<file path="src/design/map_015_pkg.sv">
`default_nettype none

package map_015_pkg;

	// ~~~~~~~~~~~~~~~~~~~~~~~~~~~~~~~~~~~~~~~~~~~~~~~~~~~~~~~~~~~~~~~~~~~~~~
	// banking modes, taken from cpu address bits 1:0 on a register write.
	// ~~~~~~~~~~~~~~~~~~~~~~~~~~~~~~~~~~~~~~~~~~~~~~~~~~~~~~~~~~~~~~~~~~~~~~
	typedef enum logic [1:0] {
		MODE_32K  = 2'd0,
		MODE_128K = 2'd1,
		MODE_8K   = 2'd2,
		MODE_16K  = 2'd3
	} bank_mode_e;

	// mapper register contents.
	// mirror set selects horizontal mirroring (ppu a11).
	typedef struct packed {
		logic [5:0] prg;
		logic       prg_sub;
		logic       mirror;
		bank_mode_e mode;
	} bank_state_t;

	// decoded cpu strobes.
	typedef struct packed {
		logic reg_we;
		logic ram_ce;
		logic ram_we;
		logic rom_ce;
		logic prg_oe;
	} cpu_req_t;

	// save-state access.
	typedef struct packed {
		logic       act;
		logic       we;
		logic [7:0] addr;
		logic [7:0] wdat;
	} ss_port_t;

	localparam logic [7:0] SS_IDX_BANK  = 8'd0;
	localparam logic [7:0] SS_IDX_MODE  = 8'd1;
	localparam logic [7:0] SS_IDX_MAPID = 8'd127;

endpackage

`default_nettype wire

</file>
<file path="src/design/bank_regs.sv">
`default_nettype none

module bank_regs #(
	parameter logic [7:0] MAP_IDX = 8'd15
) (
	input  wire                      m2,
	input  wire                      map_rst,
	input  wire                      reg_we,
	input  wire [7:0]                cpu_dat,
	input  wire [1:0]                cpu_addr_lo,
	input  wire map_015_pkg::ss_port_t ss,
	output map_015_pkg::bank_state_t state,
	output logic [7:0]               ss_rdat
);

	import map_015_pkg::*;

	logic ss_wr_bank;
	logic ss_wr_mode;

	assign ss_wr_bank = ss.we & (ss.addr == SS_IDX_BANK);
	assign ss_wr_mode = ss.we & (ss.addr == SS_IDX_MODE);

	// ~~~~~~~~~~~~~~~~~~~~~~~~~~~~~~~~~~~~~~~~~~~~~~~~~~~~~~~~~~~~~~~~~~~~~~
	// mapper register.
	// ~~~~~~~~~~~~~~~~~~~~~~~~~~~~~~~~~~~~~~~~~~~~~~~~~~~~~~~~~~~~~~~~~~~~~~

	// save-state access owns the register while active, reset included.
	always_ff @(posedge m2)
	begin
		if (ss.act)
		begin
			if (ss_wr_bank)
			begin
				{state.prg_sub, state.mirror, state.prg} <= {1'b0, ss.wdat[6:0]};
			end
			if (ss_wr_mode)
			begin
				state.mode <= bank_mode_e'(ss.wdat[1:0]);
			end
		end
		else if (map_rst)
		begin
			state.prg     <= 6'd0;
			state.prg_sub <= 1'b0;
			state.mirror  <= 1'b0;
			state.mode    <= MODE_32K;
		end
		else if (reg_we)
		begin
			// data bits 7:0 are sub, mirror, then 6-bit bank.
			{state.prg_sub, state.mirror, state.prg} <= cpu_dat;
			state.mode <= bank_mode_e'(cpu_addr_lo);
		end
	end

	// ~~~~~~~~~~~~~~~~~~~~~~~~~~~~~~~~~~~~~~~~~~~~~~~~~~~~~~~~~~~~~~~~~~~~~~
	// save-state readback.
	// ~~~~~~~~~~~~~~~~~~~~~~~~~~~~~~~~~~~~~~~~~~~~~~~~~~~~~~~~~~~~~~~~~~~~~~
	always_comb
	begin
		case (ss.addr)
			SS_IDX_BANK:
			begin
				ss_rdat = {state.prg_sub, state.mirror, state.prg};
			end
			SS_IDX_MODE:
			begin
				ss_rdat = {6'd0, state.mode};
			end
			SS_IDX_MAPID:
			begin
				ss_rdat = MAP_IDX;
			end
			default:
			begin
				// unused index.
				ss_rdat = 8'hff;
			end
		endcase
	end

endmodule

`default_nettype wire

</file>
<file path="src/design/cpu_bus_decode.sv">
`default_nettype none

module cpu_bus_decode (
	input  wire [15:0]            cpu_addr,
	input  wire                   cpu_rw,
	output map_015_pkg::cpu_req_t req,
	output logic [12:0]           srm_addr
);

	logic cpu_wr;
	logic in_ram;
	logic in_rom;

	// ~~~~~~~~~~~~~~~~~~~~~~~~~~~~~~~~~~~~~~~~~~~~~~~~~~~~~~~~~~~~~~~~~~~~~~
	// address windows.
	// ~~~~~~~~~~~~~~~~~~~~~~~~~~~~~~~~~~~~~~~~~~~~~~~~~~~~~~~~~~~~~~~~~~~~~~

	// work ram at $6000-$7fff.
	assign in_ram = (cpu_addr[15:13] == 3'd3);

	// rom and the mapper register share $8000-$ffff.
	assign in_rom = cpu_addr[15];

	// cpu_rw low is a write cycle.
	assign cpu_wr = !cpu_rw;

	// ~~~~~~~~~~~~~~~~~~~~~~~~~~~~~~~~~~~~~~~~~~~~~~~~~~~~~~~~~~~~~~~~~~~~~~
	// strobes.
	// ~~~~~~~~~~~~~~~~~~~~~~~~~~~~~~~~~~~~~~~~~~~~~~~~~~~~~~~~~~~~~~~~~~~~~~
	always_comb
	begin
		req.reg_we = cpu_wr & in_rom;
		req.ram_ce = in_ram;
		req.ram_we = cpu_wr & in_ram;
		req.rom_ce = in_rom;
		// drive prg data onto the bus on reads only.
		req.prg_oe = cpu_rw;
	end

	assign srm_addr = cpu_addr[12:0];

endmodule

`default_nettype wire

</file>
<file path="src/design/map_015_top.sv">
`default_nettype none

module map_015_top #(
	parameter logic [7:0] MAP_IDX = 8'd15
) (
	input  wire         m2,
	input  wire         map_rst,
	input  wire [15:0]  cpu_addr,
	input  wire [7:0]   cpu_dat,
	input  wire         cpu_rw,
	input  wire [13:0]  ppu_addr,
	input  wire         ppu_oe,
	input  wire         ppu_we,
	input  wire         cfg_chr_ram,
	input  wire         ss_act,
	input  wire         ss_we,
	input  wire [7:0]   ss_addr,
	output logic [19:0] prg_addr,
	output logic        prg_oe,
	output logic [12:0] srm_addr,
	output logic        ram_ce,
	output logic        ram_we,
	output logic        rom_ce,
	output logic [12:0] chr_addr,
	output logic        chr_ce,
	output logic        chr_we,
	output logic        chr_oe,
	output logic        ciram_a10,
	output logic        ciram_ce,
	output logic [7:0]  ss_rdat
);

	import map_015_pkg::*;

	cpu_req_t    req;
	ss_port_t    ss;
	bank_state_t state;

	// save-state writes take data from the cpu bus.
	assign ss = '{act: ss_act, we: ss_we, addr: ss_addr, wdat: cpu_dat};

	assign prg_oe = req.prg_oe;
	assign ram_ce = req.ram_ce;
	assign ram_we = req.ram_we;
	assign rom_ce = req.rom_ce;

	// ~~~~~~~~~~~~~~~~~~~~~~~~~~~~~~~~~~~~~~~~~~~~~~~~~~~~~~~~~~~~~~~~~~~~~~
	// cpu side.
	// ~~~~~~~~~~~~~~~~~~~~~~~~~~~~~~~~~~~~~~~~~~~~~~~~~~~~~~~~~~~~~~~~~~~~~~
	cpu_bus_decode i_cpu_bus_decode (
		.cpu_addr (cpu_addr),
		.cpu_rw   (cpu_rw),
		.req      (req),
		.srm_addr (srm_addr)
	);

	bank_regs #(
		.MAP_IDX (MAP_IDX)
	) i_bank_regs (
		.m2          (m2),
		.map_rst     (map_rst),
		.reg_we      (req.reg_we),
		.cpu_dat     (cpu_dat),
		.cpu_addr_lo (cpu_addr[1:0]),
		.ss          (ss),
		.state       (state),
		.ss_rdat     (ss_rdat)
	);

	prg_bank_map i_prg_bank_map (
		.cpu_addr (cpu_addr[14:0]),
		.state    (state),
		.prg_addr (prg_addr)
	);

	// ~~~~~~~~~~~~~~~~~~~~~~~~~~~~~~~~~~~~~~~~~~~~~~~~~~~~~~~~~~~~~~~~~~~~~~
	// ppu side.
	// ~~~~~~~~~~~~~~~~~~~~~~~~~~~~~~~~~~~~~~~~~~~~~~~~~~~~~~~~~~~~~~~~~~~~~~
	ppu_chr_map i_ppu_chr_map (
		.ppu_addr    (ppu_addr),
		.ppu_oe      (ppu_oe),
		.ppu_we      (ppu_we),
		.cfg_chr_ram (cfg_chr_ram),
		.mirror      (state.mirror),
		.chr_addr    (chr_addr),
		.chr_ce      (chr_ce),
		.chr_we      (chr_we),
		.chr_oe      (chr_oe),
		.ciram_a10   (ciram_a10),
		.ciram_ce    (ciram_ce)
	);

endmodule

`default_nettype wire

</file>
<file path="src/design/ppu_chr_map.sv">
`default_nettype none

module ppu_chr_map (
	input  wire [13:0] ppu_addr,
	input  wire        ppu_oe,
	input  wire        ppu_we,
	input  wire        cfg_chr_ram,
	input  wire        mirror,
	output logic [12:0] chr_addr,
	output logic       chr_ce,
	output logic       chr_we,
	output logic       chr_oe,
	output logic       ciram_a10,
	output logic       ciram_ce
);

	logic pattern_sel;

	// pattern tables sit below $2000.
	assign pattern_sel = !ppu_addr[13];

	// ~~~~~~~~~~~~~~~~~~~~~~~~~~~~~~~~~~~~~~~~~~~~~~~~~~~~~~~~~~~~~~~~~~~~~~
	// chr memory.
	// ~~~~~~~~~~~~~~~~~~~~~~~~~~~~~~~~~~~~~~~~~~~~~~~~~~~~~~~~~~~~~~~~~~~~~~
	assign chr_addr = ppu_addr[12:0];
	assign chr_ce   = pattern_sel;
	assign chr_oe   = !ppu_oe;

	// rom boards never see a chr write.
	assign chr_we = cfg_chr_ram & !ppu_we & pattern_sel;

	// ~~~~~~~~~~~~~~~~~~~~~~~~~~~~~~~~~~~~~~~~~~~~~~~~~~~~~~~~~~~~~~~~~~~~~~
	// nametables.
	// ~~~~~~~~~~~~~~~~~~~~~~~~~~~~~~~~~~~~~~~~~~~~~~~~~~~~~~~~~~~~~~~~~~~~~~

	// horizontal uses a11, vertical uses a10.
	assign ciram_a10 = mirror ? ppu_addr[11] : ppu_addr[10];
	assign ciram_ce  = pattern_sel;

endmodule

`default_nettype wire

</file>
<file path="src/design/prg_bank_map.sv">
`default_nettype none

module prg_bank_map (
	input  wire [14:0]                 cpu_addr,
	input  wire map_015_pkg::bank_state_t state,
	output logic [19:0]                prg_addr
);

	import map_015_pkg::*;

	logic [6:0] bank_base;
	logic [6:0] bank_hi;
	logic [6:0] bank;

	// 8k bank number as the register holds it.
	assign bank_base = {state.prg, state.prg_sub};

	// upper half of 128k mode stays on the last bank group.
	assign bank_hi = {6'h3f, state.prg_sub};

	// ~~~~~~~~~~~~~~~~~~~~~~~~~~~~~~~~~~~~~~~~~~~~~~~~~~~~~~~~~~~~~~~~~~~~~~
	// bank select per mode, all sums wrap at 7 bits.
	// ~~~~~~~~~~~~~~~~~~~~~~~~~~~~~~~~~~~~~~~~~~~~~~~~~~~~~~~~~~~~~~~~~~~~~~
	always_comb
	begin
		bank = bank_base;
		case (state.mode)
			MODE_32K:
			begin
				bank = ({state.prg, 1'b0} + {5'd0, cpu_addr[14:13]}) ^ {6'd0, state.prg_sub};
			end
			MODE_128K:
			begin
				if (cpu_addr[14])
					bank = bank_hi + {6'd0, cpu_addr[13]};
				else
					bank = bank_base + {6'd0, cpu_addr[13]};
			end
			MODE_8K:
			begin
				// one bank repeated across the window.
				bank = bank_base;
			end
			MODE_16K:
			begin
				bank = bank_base + {6'd0, cpu_addr[13]};
			end
			default:
			begin
				bank = bank_base;
			end
		endcase
	end

	assign prg_addr = {bank, cpu_addr[12:0]};

endmodule

`default_nettype wire

</file>
<file path="config.mk">
export PLATFORM = sky130hd
export DESIGN_NAME = map_015_top
export DESIGN_NICKNAME = d
export VERILOG_FILES = /design/src/design/map_015_pkg.sv /design/src/design/bank_regs.sv /design/src/design/cpu_bus_decode.sv /design/src/design/map_015_top.sv /design/src/design/ppu_chr_map.sv /design/src/design/prg_bank_map.sv
export SDC_FILE = /design/constraint.sdc
export NUM_CORES = 1
export LEC_CHECK = 0
export ABC_AREA = 1
export BUFFER_PORTS_ARGS = -buffer_cell sky130_fd_sc_hd__clkbuf_2
export CORE_AREA = 2 2 48 83
export DETAILED_ROUTE_END_ITERATION = 8
export DIE_AREA = 0 0 50 85
export GPL_ROUTABILITY_DRIVEN = 0
export HOLD_SLACK_MARGIN = 0.08
export PLACE_DENSITY = 0.81
export SLEW_MARGIN = 20
export SYNTH_ARGS = -nofsm -noshare
export SYNTH_HDL_FRONTEND = slang
export SYNTH_HIERARCHICAL = 1
export SYNTH_SLANG_ARGS = --single-unit
</file>
<file path="constraint.sdc">
create_clock -name m2 -period 5.3 [get_ports m2]
set_input_delay 1.06 -clock m2 [delete_from_list [all_inputs] [get_ports m2]]
set_output_delay 1.06 -clock m2 [all_outputs]
set_load 0.02 [all_outputs]
</file>
==> key figures <==
CTS
  – Clock sinks: 10
  – Setup Fix Bufs, Post-CTS: 0
  – Root cell of the clock tree: clkbuf_8
  – Clock transition at path regs: approximately 0.040 ns
  – # hold bufs at CTS: 0
  – CTS max path bufs: 2
  – CTS buffer count: 3
  – Post_cts resized: 0
  – Htree depth: 1
  – CTS tree: built

Yosys
  – #FFs+latches synth: 10
  – Mapped Cells: 230
  – Mean Syn Cell Area: ~6.6 um^2
  – Fraction of registers with async set/reset: 0%
  – Top FF cell, synth: edfxtp_1
  – Synthesized cell area: 1521 um^2
  – Post-synth EDFFs: 10
  – Sequential fraction of the synthesis area: a little under 20%
  – Yosys cell types: 25
  – Synthesized Nets: 288
  – Yosys warning count: 6

Timing
  – Fmax: approximately 300 MHz
  – Final Critical Period: between 3 and 4 ns
  – Tcrit/Tclk final: between 60% and 70%
  – Final setup vio count: 0
  – Final hold viol count: 0
  – RSZ-0062 raised after global routing: no
  – Max_slew headroom: about a third
  – Worst-Margin Slew: just under 1 ns
  – Setup TNS Final: 0 ns
  – Slew Viols, Final: 0

Die
  – Height of the die: between 80 and 90 um
  – Cell Rows: 29
  – Die area: ~4300 um^2
  – Initial Util: between 40 and 50%
  – Die Span X: approximately 50 um
  – Num ports: between 100 and 150
  – Core Area: between 3000 and 4000 um^2

GRT
  – First-pass GRT wire length: between 5000 and 6000 um
  – Total GRT Usage: ~17%
  – Initial antenna violation count: 0
  – Largest net degree at the start of global routing: 11
  – Vias in the first global route: roughly 1300
  – Routing usage on met1: between 10% and 20%
  – Busiest layer in global routing: met2
  – GRT overflow: 0
  – Met3 GRT Util: 4.577%
  – Met2 Use GR: a little under a third

Finish
  – Multi-input gate area: approximately 740 um^2
  – Regs by FF count: i_bank_regs/state x10
  – Reg area: ~300 um^2
  – Largest Register: i_bank_regs/state
  – Share of cells above drive strength 1: around 33%
  – Final #Nets: between 300 and 400
  – Max FFs per register: 10
  – Layout area overhead: 3.372%
  – Antenna cells: 0
  – Filler Cells Inserted: between 300 and 400
  – Design Area, Final: about 1600 um^2

Worst setup path
  – Crit path DAT: 2.31 ns
  – Largest stage delay, worst path: about 0.26 ns
  – CP Launch Type: input port
  – CP max stage cell: ha_1
  – CP required: about 4.2 ns
  – CP Capture Type: primary output
  – Delay-heaviest family, CP: adder cells
  – Max FO, Critical Path: 6
  – Worst-path cell chain: clkbuf_2 -> ha_1 -> ha_1 -> nand3_1 -> xor2_1 -> nor3_1 -> a21oi_1 -> clkbuf_2
  – WS Path Type: input port to primary output
  – Buffer and inverter count on the worst path: 2

Power
  – Peak supply drop: between 0.1 and 0.15 mV
  – PD cells: about 190 nW/um^2
  – Leak: 0.8357 nW

Detailed routing
  – Wirelength per Cell: between 10 and 15 um
  – DRC: 0
  – Routed wire length: 3516 um
  – Vias: between 1000 and 1500
  – Iteration-0 DRC count of the detailed router: 17
  – DR vias/cell: between 4 and 5
  – Pre-Repair DR Iteration Count: 4
  – Antenna-violating nets left: 0

Flow run
  – Max Cap Viol: 0

Placed design
  – PortBufs: slightly above 60
  – Placement Cell Area: ~1500 um^2
  – HPWL Detailed: about 3100 um

Outcome
  – Outcome: completed

Min path
  – Min-delay worst type: input port to flip-flop
-- Yosys cell counts, types with 4 or more instances --
cell / n / area (um^2)
buf_4: 44 / 330.3
edfxtp_1: 10 / 300.3
ha_1: 4 / 50.05
inv_1: 35 / 131.4
nand2_1: 66 / 247.7
nand3_1: 13 / 65.06
nor2_1: 11 / 41.29
nor2_4: 4 / 45.04
o21ai_0: 7 / 35.03
o21ai_2: 5 / 43.79
o22ai_1: 4 / 25.02
xnor2_1: 4 / 35.03
-- per-stage QoR --
| step | util [%] | power, mW | worst slack (ns) | std cells | hold WS, ns |
|---|---|---|---|---|---|
| 2_1_floorplan | - | 0.2308 | 2.119 | 230 | 1.248 |
| 3_3_place_gp | 42.63 | 0.2289 | 1.920 | 291 | 1.358 |
| 3_5_place_dp | 42.63 | 0.2312 | 1.907 | 291 | 1.365 |
| 4_1_cts | 43.78 | 0.3045 | 1.904 | 294 | 1.131 |
| 5_1_grt | 43.78 | 0.3195 | 1.787 | 294 | 1.138 |
| 6_report | 43.78 | 0.3035 | 1.929 | 294 | 1.129 |
-- path summary, 6_finish.rpt --
kind | from | to | cells after the start
worst max-delay path | cpu_addr[14] | prg_addr[18] | 8
worst min-delay path | cpu_dat[3] | i_bank_regs/state[7] | 3
-- layout make-up --
type	instances	share of cell area (%)
tap	46	3.660
inverter	35	8.353
clock buffer	3	2.625
multi-input combinational	139	46.86
sequential	10	19.09
timing repair buffer	61	19.41
-- per-layer routing --
metal	part of all wire (%)	vias to the layer above
li1	-	712
met1	31	600
met5	0	-
met3	10	19
met4	4.2	0
met2	55	72
-- cells in the final DEF (no fill, tap or decap) --
cell,n
nor3_1,1
o21ai_1,1
nor2_2,3
nand3_1,13
inv_1,35
xnor2_1,4
a21oi_1,3
nor3_2,1
clkbuf_8,3
o21ai_2,5
or2_1,1
clkbuf_2,61
edfxtp_1,10
o21ai_0,7
nor2_1,11
nand3_2,2
mux2_2,1
nand2_2,3
ha_1,4
o22ai_1,4
nand4_1,2
xor2_1,2
nor2_4,4
o2111ai_1,1
nand2_1,66
-- where the power goes --
group          internal, mW  switching, mW  leakage [nW]  total, mW
sequential           0.0966         0.0127        0.0910      0.109
combinational        0.0455         0.0745         0.723      0.120
clock                0.0493         0.0249        0.0216     0.0742
total                 0.191          0.112         0.836      0.304
-- cell families after synthesis --
logic type,after synthesis,share of synthesized area (%)
buffers and inverters,81,31.83
flip-flops,10,19.74
AND/OR/NAND/NOR,107,32.24
multiplexers,1,0.7401
XOR/XNOR,6,3.454
adder cells (fa/ha/maj),4,3.290
AO/OA/AOI/OAI,21,8.716
Note: power is estimated with default switching activity, not from simulation.
